[src/common/filt_macros.svh]
`ifndef FILT_MACROS_SVH
`define FILT_MACROS_SVH

// Packet buffer, one 64-bit word per address
`define FILT_ADDR_WIDTH 5
`define FILT_DATA_WIDTH 64
`define FILT_PKT_DEPTH (1 << `FILT_ADDR_WIDTH)

// Filter program storage
`define FILT_CODE_ADDR_WIDTH 4
`define FILT_INSTR_WIDTH 64
`define FILT_CODE_DEPTH (1 << `FILT_CODE_ADDR_WIDTH)

// Instruction fields
`define FILT_OPCODE_WIDTH 4
`define FILT_IMM_WIDTH 32

`define FILT_NUM_VMS 4 // Default number of parallel engines

`endif
[src/common/filt_ctrl_pkg.sv]
package filt_ctrl_pkg;

	// Filter engine states
	typedef enum logic [1:0] {
		VM_IDLE,  // Free, taking snooped words
		VM_FETCH,
		VM_EXEC,
		VM_HOLD   // Accepted, waiting on forwarder
	} vm_state_t;

	// Route held by a tree node, both directions
	typedef enum logic [1:0] {
		ROUTE_FREE,
		ROUTE_LEFT,
		ROUTE_RIGHT
	} route_state_t;

endpackage

[src/common/filt_types_pkg.sv]
`include "filt_macros.svh"

package filt_types_pkg;

	typedef logic [`FILT_ADDR_WIDTH-1:0]      pkt_addr_t;
	typedef logic [`FILT_DATA_WIDTH-1:0]      pkt_data_t;
	typedef logic [`FILT_ADDR_WIDTH:0]        pkt_len_t; // Extra bit so a full buffer fits
	typedef logic [`FILT_CODE_ADDR_WIDTH-1:0] code_addr_t;
	typedef logic [`FILT_INSTR_WIDTH-1:0]     instr_t;
	typedef logic [`FILT_OPCODE_WIDTH-1:0]    opcode_t;
	typedef logic [`FILT_IMM_WIDTH-1:0]       imm_t;

	// Field positions inside an instruction
	localparam int INSTR_OP_LSB   = 60;
	localparam int INSTR_ADDR_LSB = 48;
	localparam int INSTR_IMM_LSB  = 0;

	// Opcodes, anything else behaves as reject
	localparam opcode_t OP_CHECK  = 4'h1;
	localparam opcode_t OP_ACCEPT = 4'h2;
	localparam opcode_t OP_REJECT = 4'h3;

endpackage

[src/source/fwd_combine.sv]
`timescale 1ns/1ps

module fwd_combine (
	input  logic                      axi_aclk,
	input  logic                      rst_n,

	input  filt_types_pkg::pkt_addr_t forwarder_rd_addr,
	input  logic                      forwarder_rd_en,
	input  logic                      forwarder_done,
	output filt_types_pkg::pkt_data_t forwarder_rd_data,
	output logic                      ready_for_forwarder,
	output filt_types_pkg::pkt_len_t  len_to_forwarder,

	output filt_types_pkg::pkt_addr_t forwarder_rd_addr_left,
	output logic                      forwarder_rd_en_left,
	output logic                      forwarder_done_left,
	input  filt_types_pkg::pkt_data_t forwarder_rd_data_left,
	input  logic                      ready_for_forwarder_left,
	input  filt_types_pkg::pkt_len_t  len_to_forwarder_left,

	output filt_types_pkg::pkt_addr_t forwarder_rd_addr_right,
	output logic                      forwarder_rd_en_right,
	output logic                      forwarder_done_right,
	input  filt_types_pkg::pkt_data_t forwarder_rd_data_right,
	input  logic                      ready_for_forwarder_right,
	input  filt_types_pkg::pkt_len_t  len_to_forwarder_right
);
	import filt_ctrl_pkg::*;

	route_state_t route;
	route_state_t sel;

	// Left child wins when both hold a packet
	always_comb begin
		if (route != ROUTE_FREE)
			sel = route;
		else if (ready_for_forwarder_left)
			sel = ROUTE_LEFT;
		else if (ready_for_forwarder_right)
			sel = ROUTE_RIGHT;
		else
			sel = ROUTE_FREE;
	end

	assign ready_for_forwarder = (sel == ROUTE_LEFT)  ? ready_for_forwarder_left :
	                             (sel == ROUTE_RIGHT) ? ready_for_forwarder_right : 1'b0;

	assign forwarder_rd_data = (sel == ROUTE_RIGHT) ? forwarder_rd_data_right
	                                                : forwarder_rd_data_left;
	assign len_to_forwarder  = (sel == ROUTE_RIGHT) ? len_to_forwarder_right
	                                                : len_to_forwarder_left;

	assign forwarder_rd_addr_left  = forwarder_rd_addr;
	assign forwarder_rd_addr_right = forwarder_rd_addr;

	assign forwarder_rd_en_left  = forwarder_rd_en && (sel == ROUTE_LEFT);
	assign forwarder_done_left   = forwarder_done && (sel == ROUTE_LEFT);
	assign forwarder_rd_en_right = forwarder_rd_en && (sel == ROUTE_RIGHT);
	assign forwarder_done_right  = forwarder_done && (sel == ROUTE_RIGHT);

	always_ff @(posedge axi_aclk) begin
		if (!rst_n)
			route <= ROUTE_FREE;
		else if (route == ROUTE_FREE)
			route <= sel; // Stays free when no child is ready
		else if (forwarder_done)
			route <= ROUTE_FREE;
	end

endmodule

[config.mk]
export PLATFORM = sky130hd
export DESIGN_NAME = fwd_combine
export DESIGN_NICKNAME = d
export VERILOG_FILES = /design/src/common/filt_ctrl_pkg.sv /design/src/common/filt_types_pkg.sv /design/src/source/fwd_combine.sv
export VERILOG_INCLUDE_DIRS = /design/src /design/src/common
export SDC_FILE = /design/constraint.sdc
export NUM_CORES = 1
export LEC_CHECK = 0
export ABC_CLOCK_PERIOD_IN_PS = 1690
export BUFFER_PORTS_ARGS = -buffer_cell sky130_fd_sc_hd__buf_2
export CELL_PAD_IN_SITES_DETAIL_PLACEMENT = 1
export CELL_PAD_IN_SITES_GLOBAL_PLACEMENT = 1
export CORE_MARGIN = 10
export CORE_UTILIZATION = 13
export CTS_CLUSTER_SIZE = 30
export DETAILED_ROUTE_END_ITERATION = 12
export PLACE_DENSITY_LB_ADDON = 0.1
export SYNTH_ARGS = -nofsm -noshare
export SYNTH_HDL_FRONTEND = slang
export SYNTH_SLANG_ARGS = --single-unit
[constraint.sdc]
create_clock -name axi_aclk -period 1.69 [get_ports axi_aclk]
set_clock_uncertainty 0.05 [all_clocks]
set_input_delay 0.338 -clock axi_aclk [delete_from_list [all_inputs] [get_ports axi_aclk]]
set_output_delay 0.338 -clock axi_aclk [all_outputs]
set_load 0.05 [all_outputs]
After elaboration in Yosys (flattened, before gate mapping):

Cells that the tools add are included.

* register bits: 2
* bits of input ports: 151
* word-level logic and storage cells: 19
* output and inout port bits: 85

* reductions and logical operators: 7
* equal/unequal tests: 2
* mux-type cells: 9

Operator list (count)
* $mux 64: 1
* $mux 2: 5
* $mux 6: 1
* $logic_and 1x1->1: 4
* $reduce_bool 2->1: 2
* $eq 2x1->1 const B: 1
* $eq 2x2->1 const B: 1
* $logic_not 2->1: 1
* $mux 1: 2

Depth between registers and ports, before layout:

* depth after elaboration: 6
* mapped depth: 4
* gate-level depth less buffers: 3

Worst setup path before layout:

OpenSTA, ideal clock, no wires.

* path kind: flip-flop to output port
* start point: reg route[0]
* end point: out forwarder_done_left
* data required time: 1302 ps
* slack: -342 ps
* path buffers: 0
* stages on the path, launching flop included: 3
* arrival: 1644 ps
* path through: dfxtp_1 -> nor2_1 -> nor3b_1

* longest elaborated chain between the ends: 4

RTL lines
* start, declared: line fwd_combine.sv:30 `route_state_t route;`
* start signal, assigned: line fwd_combine.sv:65 `route <= sel;`
* $reduce_bool 2->1: line fwd_combine.sv:35 `if (route != ROUTE_FREE)`
* $mux 2 (*): line fwd_combine.sv:35
* $eq 2x1->1 (*): line fwd_combine.sv:57 `assign forwarder_done_left = forwarder_done && (sel == ROUTE_LEFT);`
* $logic_and 1x1->1 (*): line fwd_combine.sv:57
* end, declared: line fwd_combine.sv:16 `output logic forwarder_done_left,`

Every way passes the cells marked *; elsewhere a longest branch is shown, timed or not.

Worst setup path after layout:

* start point: in ready_for_forwarder_left
* end point: out forwarder_rd_data[27]

* longest elaborated chain between the ends: 4

RTL lines
* start, declared: line fwd_combine.sv:18 `input logic ready_for_forwarder_left,`
* $mux 2: line fwd_combine.sv:37 `else if (ready_for_forwarder_left)`
* $mux 2: line fwd_combine.sv:35
* $eq 2x2->1: line fwd_combine.sv:48 `assign forwarder_rd_data = (sel == ROUTE_RIGHT) ? forwarder_rd_data_right`
* $mux 64: line fwd_combine.sv:48
* end, declared: line fwd_combine.sv:10 `output filt_types_pkg::pkt_data_t forwarder_rd_data,`

No other way between the ends.

==> metrics <==
first-pass GRT wire length 11.7 mm; Final Hold Viols 0; final wirelength ~8.5 mm; Synth-to-Final Area Change 198%; TritonRoute pass-1 iters 4; Worst Path Class, Setup in2out; worst hold-check path type in2reg; CORE AREA 8590 sq um; GRT Util Overall 0.113; Max Buffers Root-to-Sink 2; commonest non-fill, non-tap cell in the layout buf_2; Net count, final slightly below 500; Mapped Cells 105; register with the most flip-flops route; Std-Cell Rows 34; Vias/cell 3.96; Max Clk Rate about 500 MHz; crit path from ready_for_forwarder_left; Leak 1.84 nW; WP data required approximately 1.3 ns; Clk pwr share 0.088; CP top delay family buffers and inverters; gpl congestion a little over 0.7; CP most frequent cell buf_6; RSZ-0062 raised after global routing yes; CTS tree built; internal power 0.00108 W; IO Port Bufs 220; initial DRC count 31; Worst Path Buf+Inv 4; sequential share of the synthesized area 0.0353; Inst Count DP 421; boundary pin count 236; max_cap viols 0; Crit Path Max Fanout 8; slowest stage delay, CP around 0.30 ns; register bit total from synthesis 2; Die Wd 113 um; DIE AREA 12900 sq um; period utilization 1.18; CTS buffer count 3; vias in the first global route 2030; worst r2r src route[0]$_SDFFE_PN0P_; pre-CTS WS -0.360 ns; Die Height 113 um; sequential power share 0.026; CP Capture Type primary output; Largest register FFs 2; Slew HR 0.832; Antenna Cells 0; status finished, violations left; Final Non-Filler Cells 440; clk slew on worst S/H paths 0.03 ns; smallest hold slack 0.304 ns; post-DP HPWL slightly below 7 mm; failing checks negative setup slack; final setup violating endpoints 72; synthesized area per cell 10.8 sq um; CP arrival between 1.5 and 2 ns; PD cells 618 nW/um^2; Slew Viols, Final 0; largest net degree at the start of global routing 20; Syn Nets 256; DRC 0; crit-path cells buf_6, nand2b_4, a21oi_4, buf_12, clkbuf_16, mux2_4, buf_6; Worst-Skew Late Latency 0.21 ns; Max IR drop VDD around 0.00046 V; share of post-route cells with drive strength above 1 0.967; Tmin final 2.00 ns; area of the mapped netlist 1130 sq um; final worst slack -0.308 ns; commonest non-fill, non-tap cells in the layout buf_2, mux2_4, buf_6; via count around 1700; antenna violations before repair 0; Psw 0.00101 W; Regs by FF count route: 2 flops; Clock Sinks 2; min-delay src rst_n; Post-CTS Hold Buffers 0; post-route cell area 3380 sq um; sum of negative setup slack -19.10 ns; Gate power share 0.886; Root Buffer clkbuf_8; Slew @ Worst Pin 0.251 ns; CP max-delay cell mux2_4; Detail Route Antenna Nets 0; number of H-tree levels 1; number of distinct library cells after synthesis 17; initial core utilization 0.132; startpoint types input pin; grt ovf 0; switch share 0.483; drt wl/cell 19.4 um; Synth warnings 0; placed inst area 2500 sq um
[worst register-to-register path, delay by kind of cell, from the launching register on]
kind                   cells  cell delay, ns
DFF                        1            0.32
AOI/OAI and AO/OA          1            0.10
buffers and inverters      1            0.15
and+or+nand+nor            2            0.41
[what timing repair did]
item,4_1_cts,5_1_grt
buffers inserted,5,1
pin swaps,1,1
setup endpoints to repair,72,74
resized for setup,140,35
gates cloned,4,7
[kinds of logic after synthesis]
family	after synthesis	share of synthesized area
flops	2	0.0353
compound gates	3	0.0254
simple gates	10	0.0596
mux	71	0.737
buf+inv	19	0.142
[area by class of cell]
cell class	count	area (sq um)
Inverter	2	7.51
Tap cell	108	135
Clock buffer	3	41.3
Fill cell	975	5210
Multi-Input combinational cell	84	1170
Sequential cell	2	41.3
Timing Repair Buffer	241	1990
[worst paths after layout]
kind                            to  slack [ns]  cells past startpoint
min reg2reg  route[1]$_SDFFE_PN0P_        0.68                      4
max          forwarder_rd_data[27]       -0.31                      7
max reg2reg  route[1]$_SDFFE_PN0P_        0.59                      4
min          route[1]$_SDFFE_PN0P_        0.30                      2
[power by group through the flow]
stage                     combinational [W]  clock [W]  sequential, W
after floorplan                     0.00114          0      0.0000549
after global placement              0.00142          0      0.0000543
after detailed placement            0.00142          0      0.0000542
after CTS                           0.00175   0.000191      0.0000542
after global routing                0.00193   0.000200      0.0000546
final                               0.00185   0.000184      0.0000541
[per-stage QoR]
step	total power (W)	utilization
2_1_floorplan	0.00119	-
3_3_place_gp	0.00147	0.291
3_5_place_dp	0.00148	0.291
4_1_cts	0.00199	0.365
5_1_grt	0.00219	0.394
6_report	0.00209	0.394
[routing by layer]
layer  up-vias  wire (um)  global-route usage
li1        832          -                   -
met1       786       2770               0.104
met2       115       4770               0.225
met3         8        931              0.0514
met4         0         63              0.0144
met5         -          0                   0
[synthesized netlist by cell type, drive strengths merged]
cell type | count | share of area
and2 | 3 | 0.017
nor3b | 2 | 0.013
o21ai | 1 | 0.0044
a21oi | 1 | 0.014
mux2 | 70 | 0.73
o21a | 1 | 0.0066
mux2i | 1 | 0.0088
dfxtp | 2 | 0.035
and3 | 1 | 0.0055
nand2b | 2 | 0.018
inv | 2 | 0.0066
buf | 17 | 0.14
nor2 | 2 | 0.0066
Note: power is estimated with default switching activity, not from simulation.
