## src/common/filt_macros.svh

```systemverilog
`ifndef FILT_MACROS_SVH
`define FILT_MACROS_SVH

// Packet buffer, one 64-bit word per address
`define FILT_ADDR_WIDTH 5
`define FILT_DATA_WIDTH 64
`define FILT_PKT_DEPTH (1 << `FILT_ADDR_WIDTH)

// Filter program storage
`define FILT_CODE_ADDR_WIDTH 4
`define FILT_INSTR_WIDTH 64
`define FILT_CODE_DEPTH (1 << `FILT_CODE_ADDR_WIDTH)

// Instruction fields
`define FILT_OPCODE_WIDTH 4
`define FILT_IMM_WIDTH 32

`define FILT_NUM_VMS 4 // Default number of parallel engines

`endif
```

## src/common/filt_ctrl_pkg.sv

```systemverilog
package filt_ctrl_pkg;

	// Filter engine states
	typedef enum logic [1:0] {
		VM_IDLE,  // Free, taking snooped words
		VM_FETCH,
		VM_EXEC,
		VM_HOLD   // Accepted, waiting on forwarder
	} vm_state_t;

	// Route held by a tree node, both directions
	typedef enum logic [1:0] {
		ROUTE_FREE,
		ROUTE_LEFT,
		ROUTE_RIGHT
	} route_state_t;

endpackage

```

## src/common/filt_types_pkg.sv

```systemverilog
`include "filt_macros.svh"

package filt_types_pkg;

	typedef logic [`FILT_ADDR_WIDTH-1:0]      pkt_addr_t;
	typedef logic [`FILT_DATA_WIDTH-1:0]      pkt_data_t;
	typedef logic [`FILT_ADDR_WIDTH:0]        pkt_len_t; // Extra bit so a full buffer fits
	typedef logic [`FILT_CODE_ADDR_WIDTH-1:0] code_addr_t;
	typedef logic [`FILT_INSTR_WIDTH-1:0]     instr_t;
	typedef logic [`FILT_OPCODE_WIDTH-1:0]    opcode_t;
	typedef logic [`FILT_IMM_WIDTH-1:0]       imm_t;

	// Field positions inside an instruction
	localparam int INSTR_OP_LSB   = 60;
	localparam int INSTR_ADDR_LSB = 48;
	localparam int INSTR_IMM_LSB  = 0;

	// Opcodes, anything else behaves as reject
	localparam opcode_t OP_CHECK  = 4'h1;
	localparam opcode_t OP_ACCEPT = 4'h2;
	localparam opcode_t OP_REJECT = 4'h3;

endpackage

```

## src/source/snoop_split.sv

```systemverilog
`timescale 1ns/1ps

module snoop_split (
	input  logic                      axi_aclk,
	input  logic                      rst_n,

	input  filt_types_pkg::pkt_addr_t wr_addr,
	input  filt_types_pkg::pkt_data_t wr_data,
	input  logic                      wr_en,
	input  logic                      done,
	output logic                      mem_ready,

	output filt_types_pkg::pkt_addr_t wr_addr_left,
	output filt_types_pkg::pkt_data_t wr_data_left,
	output logic                      wr_en_left,
	output logic                      done_left,
	input  logic                      mem_ready_left,

	output filt_types_pkg::pkt_addr_t wr_addr_right,
	output filt_types_pkg::pkt_data_t wr_data_right,
	output logic                      wr_en_right,
	output logic                      done_right,
	input  logic                      mem_ready_right
);
	import filt_ctrl_pkg::*;

	route_state_t route;
	route_state_t sel;

	// While free the choice is made on the spot so word 0 is not lost
	assign sel = (route != ROUTE_FREE) ? route :
	             mem_ready_left         ? ROUTE_LEFT : ROUTE_RIGHT;

	assign mem_ready = mem_ready_left | mem_ready_right;

	// Address and data go both ways, strobes only to the chosen side
	assign wr_addr_left  = wr_addr;
	assign wr_data_left  = wr_data;
	assign wr_addr_right = wr_addr;
	assign wr_data_right = wr_data;

	assign wr_en_left  = wr_en && (sel == ROUTE_LEFT);
	assign done_left   = done && (sel == ROUTE_LEFT);
	assign wr_en_right = wr_en && (sel == ROUTE_RIGHT);
	assign done_right  = done && (sel == ROUTE_RIGHT);

	always_ff @(posedge axi_aclk) begin
		if (!rst_n) begin
			route <= ROUTE_FREE;
		end else if (route == ROUTE_FREE) begin
			if (wr_en)
				route <= sel; // Held for the rest of the packet
		end else if (done) begin
			route <= ROUTE_FREE;
		end
	end

endmodule

```

## config.mk

```make
export PLATFORM = sky130hd
export DESIGN_NAME = snoop_split
export DESIGN_NICKNAME = d
export VERILOG_FILES = /design/src/common/filt_ctrl_pkg.sv /design/src/common/filt_types_pkg.sv /design/src/source/snoop_split.sv
export VERILOG_INCLUDE_DIRS = /design/src /design/src/common
export SDC_FILE = /design/constraint.sdc
export NUM_CORES = 1
export LEC_CHECK = 0
export ABC_AREA = 1
export BUFFER_PORTS_ARGS = -buffer_cell sky130_fd_sc_hd__buf_2
export CAP_MARGIN = 20
export CORE_AREA = 2 2 85 87
export DETAILED_ROUTE_END_ITERATION = 10
export DIE_AREA = 0 0 87 89
export SLEW_MARGIN = 5
export SYNTH_ARGS = -nofsm -noshare
export SYNTH_HDL_FRONTEND = slang
export SYNTH_SLANG_ARGS = --single-unit
```

## constraint.sdc

```tcl
create_clock -name axi_aclk -period 1 [get_ports axi_aclk]
set_clock_uncertainty 0.05 [all_clocks]
set_input_delay 0.1 -clock axi_aclk [delete_from_list [all_inputs] [get_ports axi_aclk]]
set_output_delay 0.1 -clock axi_aclk [all_outputs]
set_load 0.1 [all_outputs]
```

Word-level counts from Yosys, hierarchy flattened
Index checks and enable logic that the tools add are counted.

Register bits: 2. Output and inout bits: 143. Word-level logic and storage cells: 18.

Equality and inequality tests: 3. Mux-type cells: 5. Bitwise gates (word level): 1. Reductions and logical operators: 8.

Operators with widths (count): 2-bit two-way mux (5); 1-bit logical AND (4); 2-bit nonzero test (2); 2-bit by 1-bit equality test with 1-bit output (second input constant) (1); 2-bit equality test (second input constant) (1); 2-bit zero test (1); 2-bit inequality test (second input constant) (1); 2-bit AND reduction (1); 1-bit bitwise OR (1).

Logic depth before layout (Yosys ltp)
Depth after elaboration: 4. Gate-level depth with buffers: 5. Mapped depth without buffers: 5.

Worst setup path after synthesis
Ideal clock, no wire load.

Path kind: reg-to-output. Start point: register route[1]. End point: output port done_right. Arrival: 1.734 ns. Path slack: -0.884 ns. Cell stages (with the launch flop): 5. Cell sequence: dfxtp_1 > inv_2 > nand2_1 > nand2_2 > nor2_1.

Longest elaborated chain between the ends: 4.

RTL lines: start: declaration (RTL line snoop_split.sv:27) `route_state_t route;`; start signal: assignment (RTL line snoop_split.sv:52) `route <= sel;`; 2-bit nonzero test (RTL line snoop_split.sv:31) `assign sel = (route != ROUTE_FREE) ? route :`; 2-bit two-way mux * (RTL line snoop_split.sv:31); 2-bit equality test * (RTL line snoop_split.sv:45) `assign done_right = done && (sel == ROUTE_RIGHT);`; 1-bit logical AND * (RTL line snoop_split.sv:45); end: declaration (RTL line snoop_split.sv:22) `output logic done_right,`.

Every way passes the cells marked *; elsewhere a longest branch is shown, timed or not.

Worst setup path after layout
Ends and elaborated chain as after synthesis.

==> results.txt <==
----------------------------------------------------
[Yosys]
  Mean instance size in the synthesized netlist ... 7.216 um^2
  Post-synth design cell area ... 0.001176 mm^2
  Fraction of the yosys area taken by sequential cells ... 0.03404
  Main area contributors after synthesis ... sky130_fd_sc_hd__buf_4 88%, sky130_fd_sc_hd__dfxtp_1 3.4%, sky130_fd_sc_hd__nand2_1 1.9%
  #FFs+latches synth ... 2
  Instance count of the mapped netlist ... 163
  Post-synthesis cell type count ... 12
  Synth Warn # ... 0
  Yosys top cell area share ... 0.8809
  Cell taking the most area after synthesis ... sky130_fd_sc_hd__buf_4
  Post-Syn Nets ... 238

[Hold path]
  Hold WC Path Type ... in2reg

[Routing]
  Wirelength per Cell ... between 10 and 15 um
  1st-pass router iterations ... 1
  Post-route DRC violation count ... 0
  Detailed-route via count ... around 340
  Starting DRC count in detailed routing ... 0
  ANT nets after route ... 0
  Drt total wl ... 1488 um
  Via count normalized by instance count ... 2.800

[Critical path]
  Highest net fanout along the worst path ... 3
  Arrival time of data at the critical path endpoint ... 1.00 ns
  Required @ worst endpoint ... 0.85 ns
  Type of element launching the critical path ... flip-flop
  Critical path endpoint category ... primary output
  Category of the most critical setup path ... reg2out

[Floorplan]
  Area of the placeable core ... 0.006719 mm^2
  IO Pins ... 218
  Initial Util ... 0.1750
  DIE AREA ... 0.007743 mm^2
  Number of placement rows ... 30
  Die outline width ... 87 um
  Height of the die ... 89 um

[CTS]
  Number of buffers inserted by hold repair at cts ... 0
  Count of clock tree sinks ... 2
  TritonCTS clock tree ... done
  Bufs on Longest Clock Path ... 2
  H-tree Lvls ... 1
  Root Driver ... sky130_fd_sc_hd__clkbuf_8
  Worst-Skew Late Latency ... ~0.20 ns
  Worst-path clk slew ... 0.03 ns
  TritonCTS Buffers ... 3

[Placed design]
  Placer congestion estimate ... ~0.67
  Setup Slack @ Placement ... 0.02989 ns
  Number of input and output port buffers inserted ... 10
  Post-detail-place hpwl ... 1099 um
  Placed inst area ... 394.1 um^2

[Global routing]
  Antenna violations before repair ... 0
  Total grt overflow ... 0
  Largest net degree at the start of global routing ... 5
  Busiest grt layer ... met4
  GR Util All Layers ... 0.02997
  GR met3 Demand/Resource ... 0.02862
  Number of global-route vias before repair ... 351
  First-pass GRT wire length ... 1787 um
  Met2 capacity usage during global routing ... 0.02706
  Met1 track demand over resource ... 0.009868

[Status]
  Run status ... finished with violations
  Violations in the final reports ... setup timing

[Cells and area]
  FF+latch area ... 42.54 um^2
  Count of fill cells added during filler insertion ... roughly 770
  Most common cell after layout, fill and taps aside ... sky130_fd_sc_hd__buf_2
  # nets final ... ~120
  Number of diodes added for antenna fixing ... 0
  Area growth from synthesis to final layout ... -61.06%
  Post-Route Utilization ... 0.06816
  Fraction of final layout cells with drive strength greater than 1 ... 0.7250
  Final design area excluding fillers ... 457.9 um^2
  Register with the most flip-flops ... route
  Max FFs per register ... 2
  Largest registers ... route x2
  Multi-input gate area ... 126.4 um^2
  Leading cell types in the layout, fill and taps excluded ... 6 x sky130_fd_sc_hd__buf_2, 5 x sky130_fd_sc_hd__nand2_1, 4 x sky130_fd_sc_hd__inv_1, 4 x sky130_fd_sc_hd__nor2_4, 4 x sky130_fd_sc_hd__buf_12

[Power]
  Seq pwr share ... 0.139
  Fraction of power spent switching nets ... 0.3482
  Leak Pwr ... 0.1776 nW
  Share of total power in the clock network ... 0.459
  Switching power ... approximately 0.00023 W
  Int Power ... 0.0004341 W
  Proportion of power drawn by combinational gates ... 0.403
  Largest voltage drop on the vdd net ... slightly below 0.9 mV
  Power density cells ... approximately 1500 mW/mm^2

[Timing]
  Setup-violating endpoint count in the final report ... 5
  Measured slew at the worst slew-check pin ... 0.4874 ns
  Max-slew violation count ... 0
  Worst slew margin relative to its limit ... 0.6773
  TNS Setup ... -0.5570 ns
  Unrepaired setup endpoints after global routing ... yes
  Number of failing hold endpoints at the final stage ... 0
  Hold Slack ... 0.09233 ns
  Tmin final ... 1.152 ns
  Fmax ... around 870 MHz
  Worst Setup Slack, final ... -0.1524 ns
  Final cycle utilization of the critical path ... 1.152

[Run]
  Max-cap violations ... 0

----------------------------------------------------
-- worst max-delay path, stage by stage, from the launching register on --
cell and delay (ns):
sky130_fd_sc_hd__dfxtp_2 0.32, sky130_fd_sc_hd__inv_2 0.05, sky130_fd_sc_hd__nand2_2 0.07, sky130_fd_sc_hd__nand2_4 0.07
sky130_fd_sc_hd__nor2_4 0.10, sky130_fd_sc_hd__buf_12 0.18
-- cells in the mapped netlist --
cell                        n
sky130_fd_sc_hd__inv_1      4
sky130_fd_sc_hd__a21oi_1    1
sky130_fd_sc_hd__o21ai_0    1
sky130_fd_sc_hd__or2_2      1
sky130_fd_sc_hd__nand2_1    6
sky130_fd_sc_hd__buf_4    138
sky130_fd_sc_hd__nand3_1    1
sky130_fd_sc_hd__inv_2      2
sky130_fd_sc_hd__nand2_2    2
sky130_fd_sc_hd__nor2_2     1
sky130_fd_sc_hd__nor2_1     4
sky130_fd_sc_hd__dfxtp_1    2
-- repair_timing --
item	CTS	global route
buffers inserted	1	1
pin swaps	2	2
setup endpoints to repair	4	4
resized for setup	2	0
-- power by group through the flow --
stage	logic, W	registers [W]	clock network (W)
final	0.000268	0.0000923	0.000306
after global routing	0.000282	0.0000925	0.000322
after CTS	0.000264	0.0000923	0.000311
after detailed placement	0.000252	0.0000932	0
after global placement	0.000252	0.0000932	0
after floorplan	0.00278	0.0000926	0
-- worst paths after layout --
path                  from         end  slack (ns)  cells past startpoint
setup reg to reg  route[1]    route[0]       -0.01                      7
hold / removal       rst_n    route[0]        0.09                      3
hold reg to reg   route[1]    route[1]        0.44                      3
setup / recovery  route[1]  done_right       -0.15                      5
-- final cells by class --
cell class                 count  share of cell area
multi-input combinational     17              0.2760
tap                           80              0.2186
sequential                     2             0.09290
clock buffer                   3             0.09016
timing repair buffer          12              0.2732
inverter                       6             0.04918
-- logic make-up (layout without fill, tap and decap cells) --
logic type	after synthesis	in the layout	synth area share
buffers and inverters	144	21	0.9000
DFF	2	2	0.03404
and+or+nand+nor	15	15	0.05744
AOI/OAI and AO/OA	2	2	0.008502
-- layer usage --
layer	routed length, um	vias up	share of wire
met5	0	-	0
met4	432	0	0.29
met3	472	65	0.32
met2	416	64	0.28
met1	166	104	0.11
li1	-	103	-
-- stage by stage --
step	total power, W	std cells
after floorplan	0.002869	163
after global placement	0.0003452	115
after detailed placement	0.0003455	115
after CTS	0.0006674	119
after global routing	0.0006960	120
final	0.0006661	120
No activity file was read; power rests on OpenSTA's default activity.
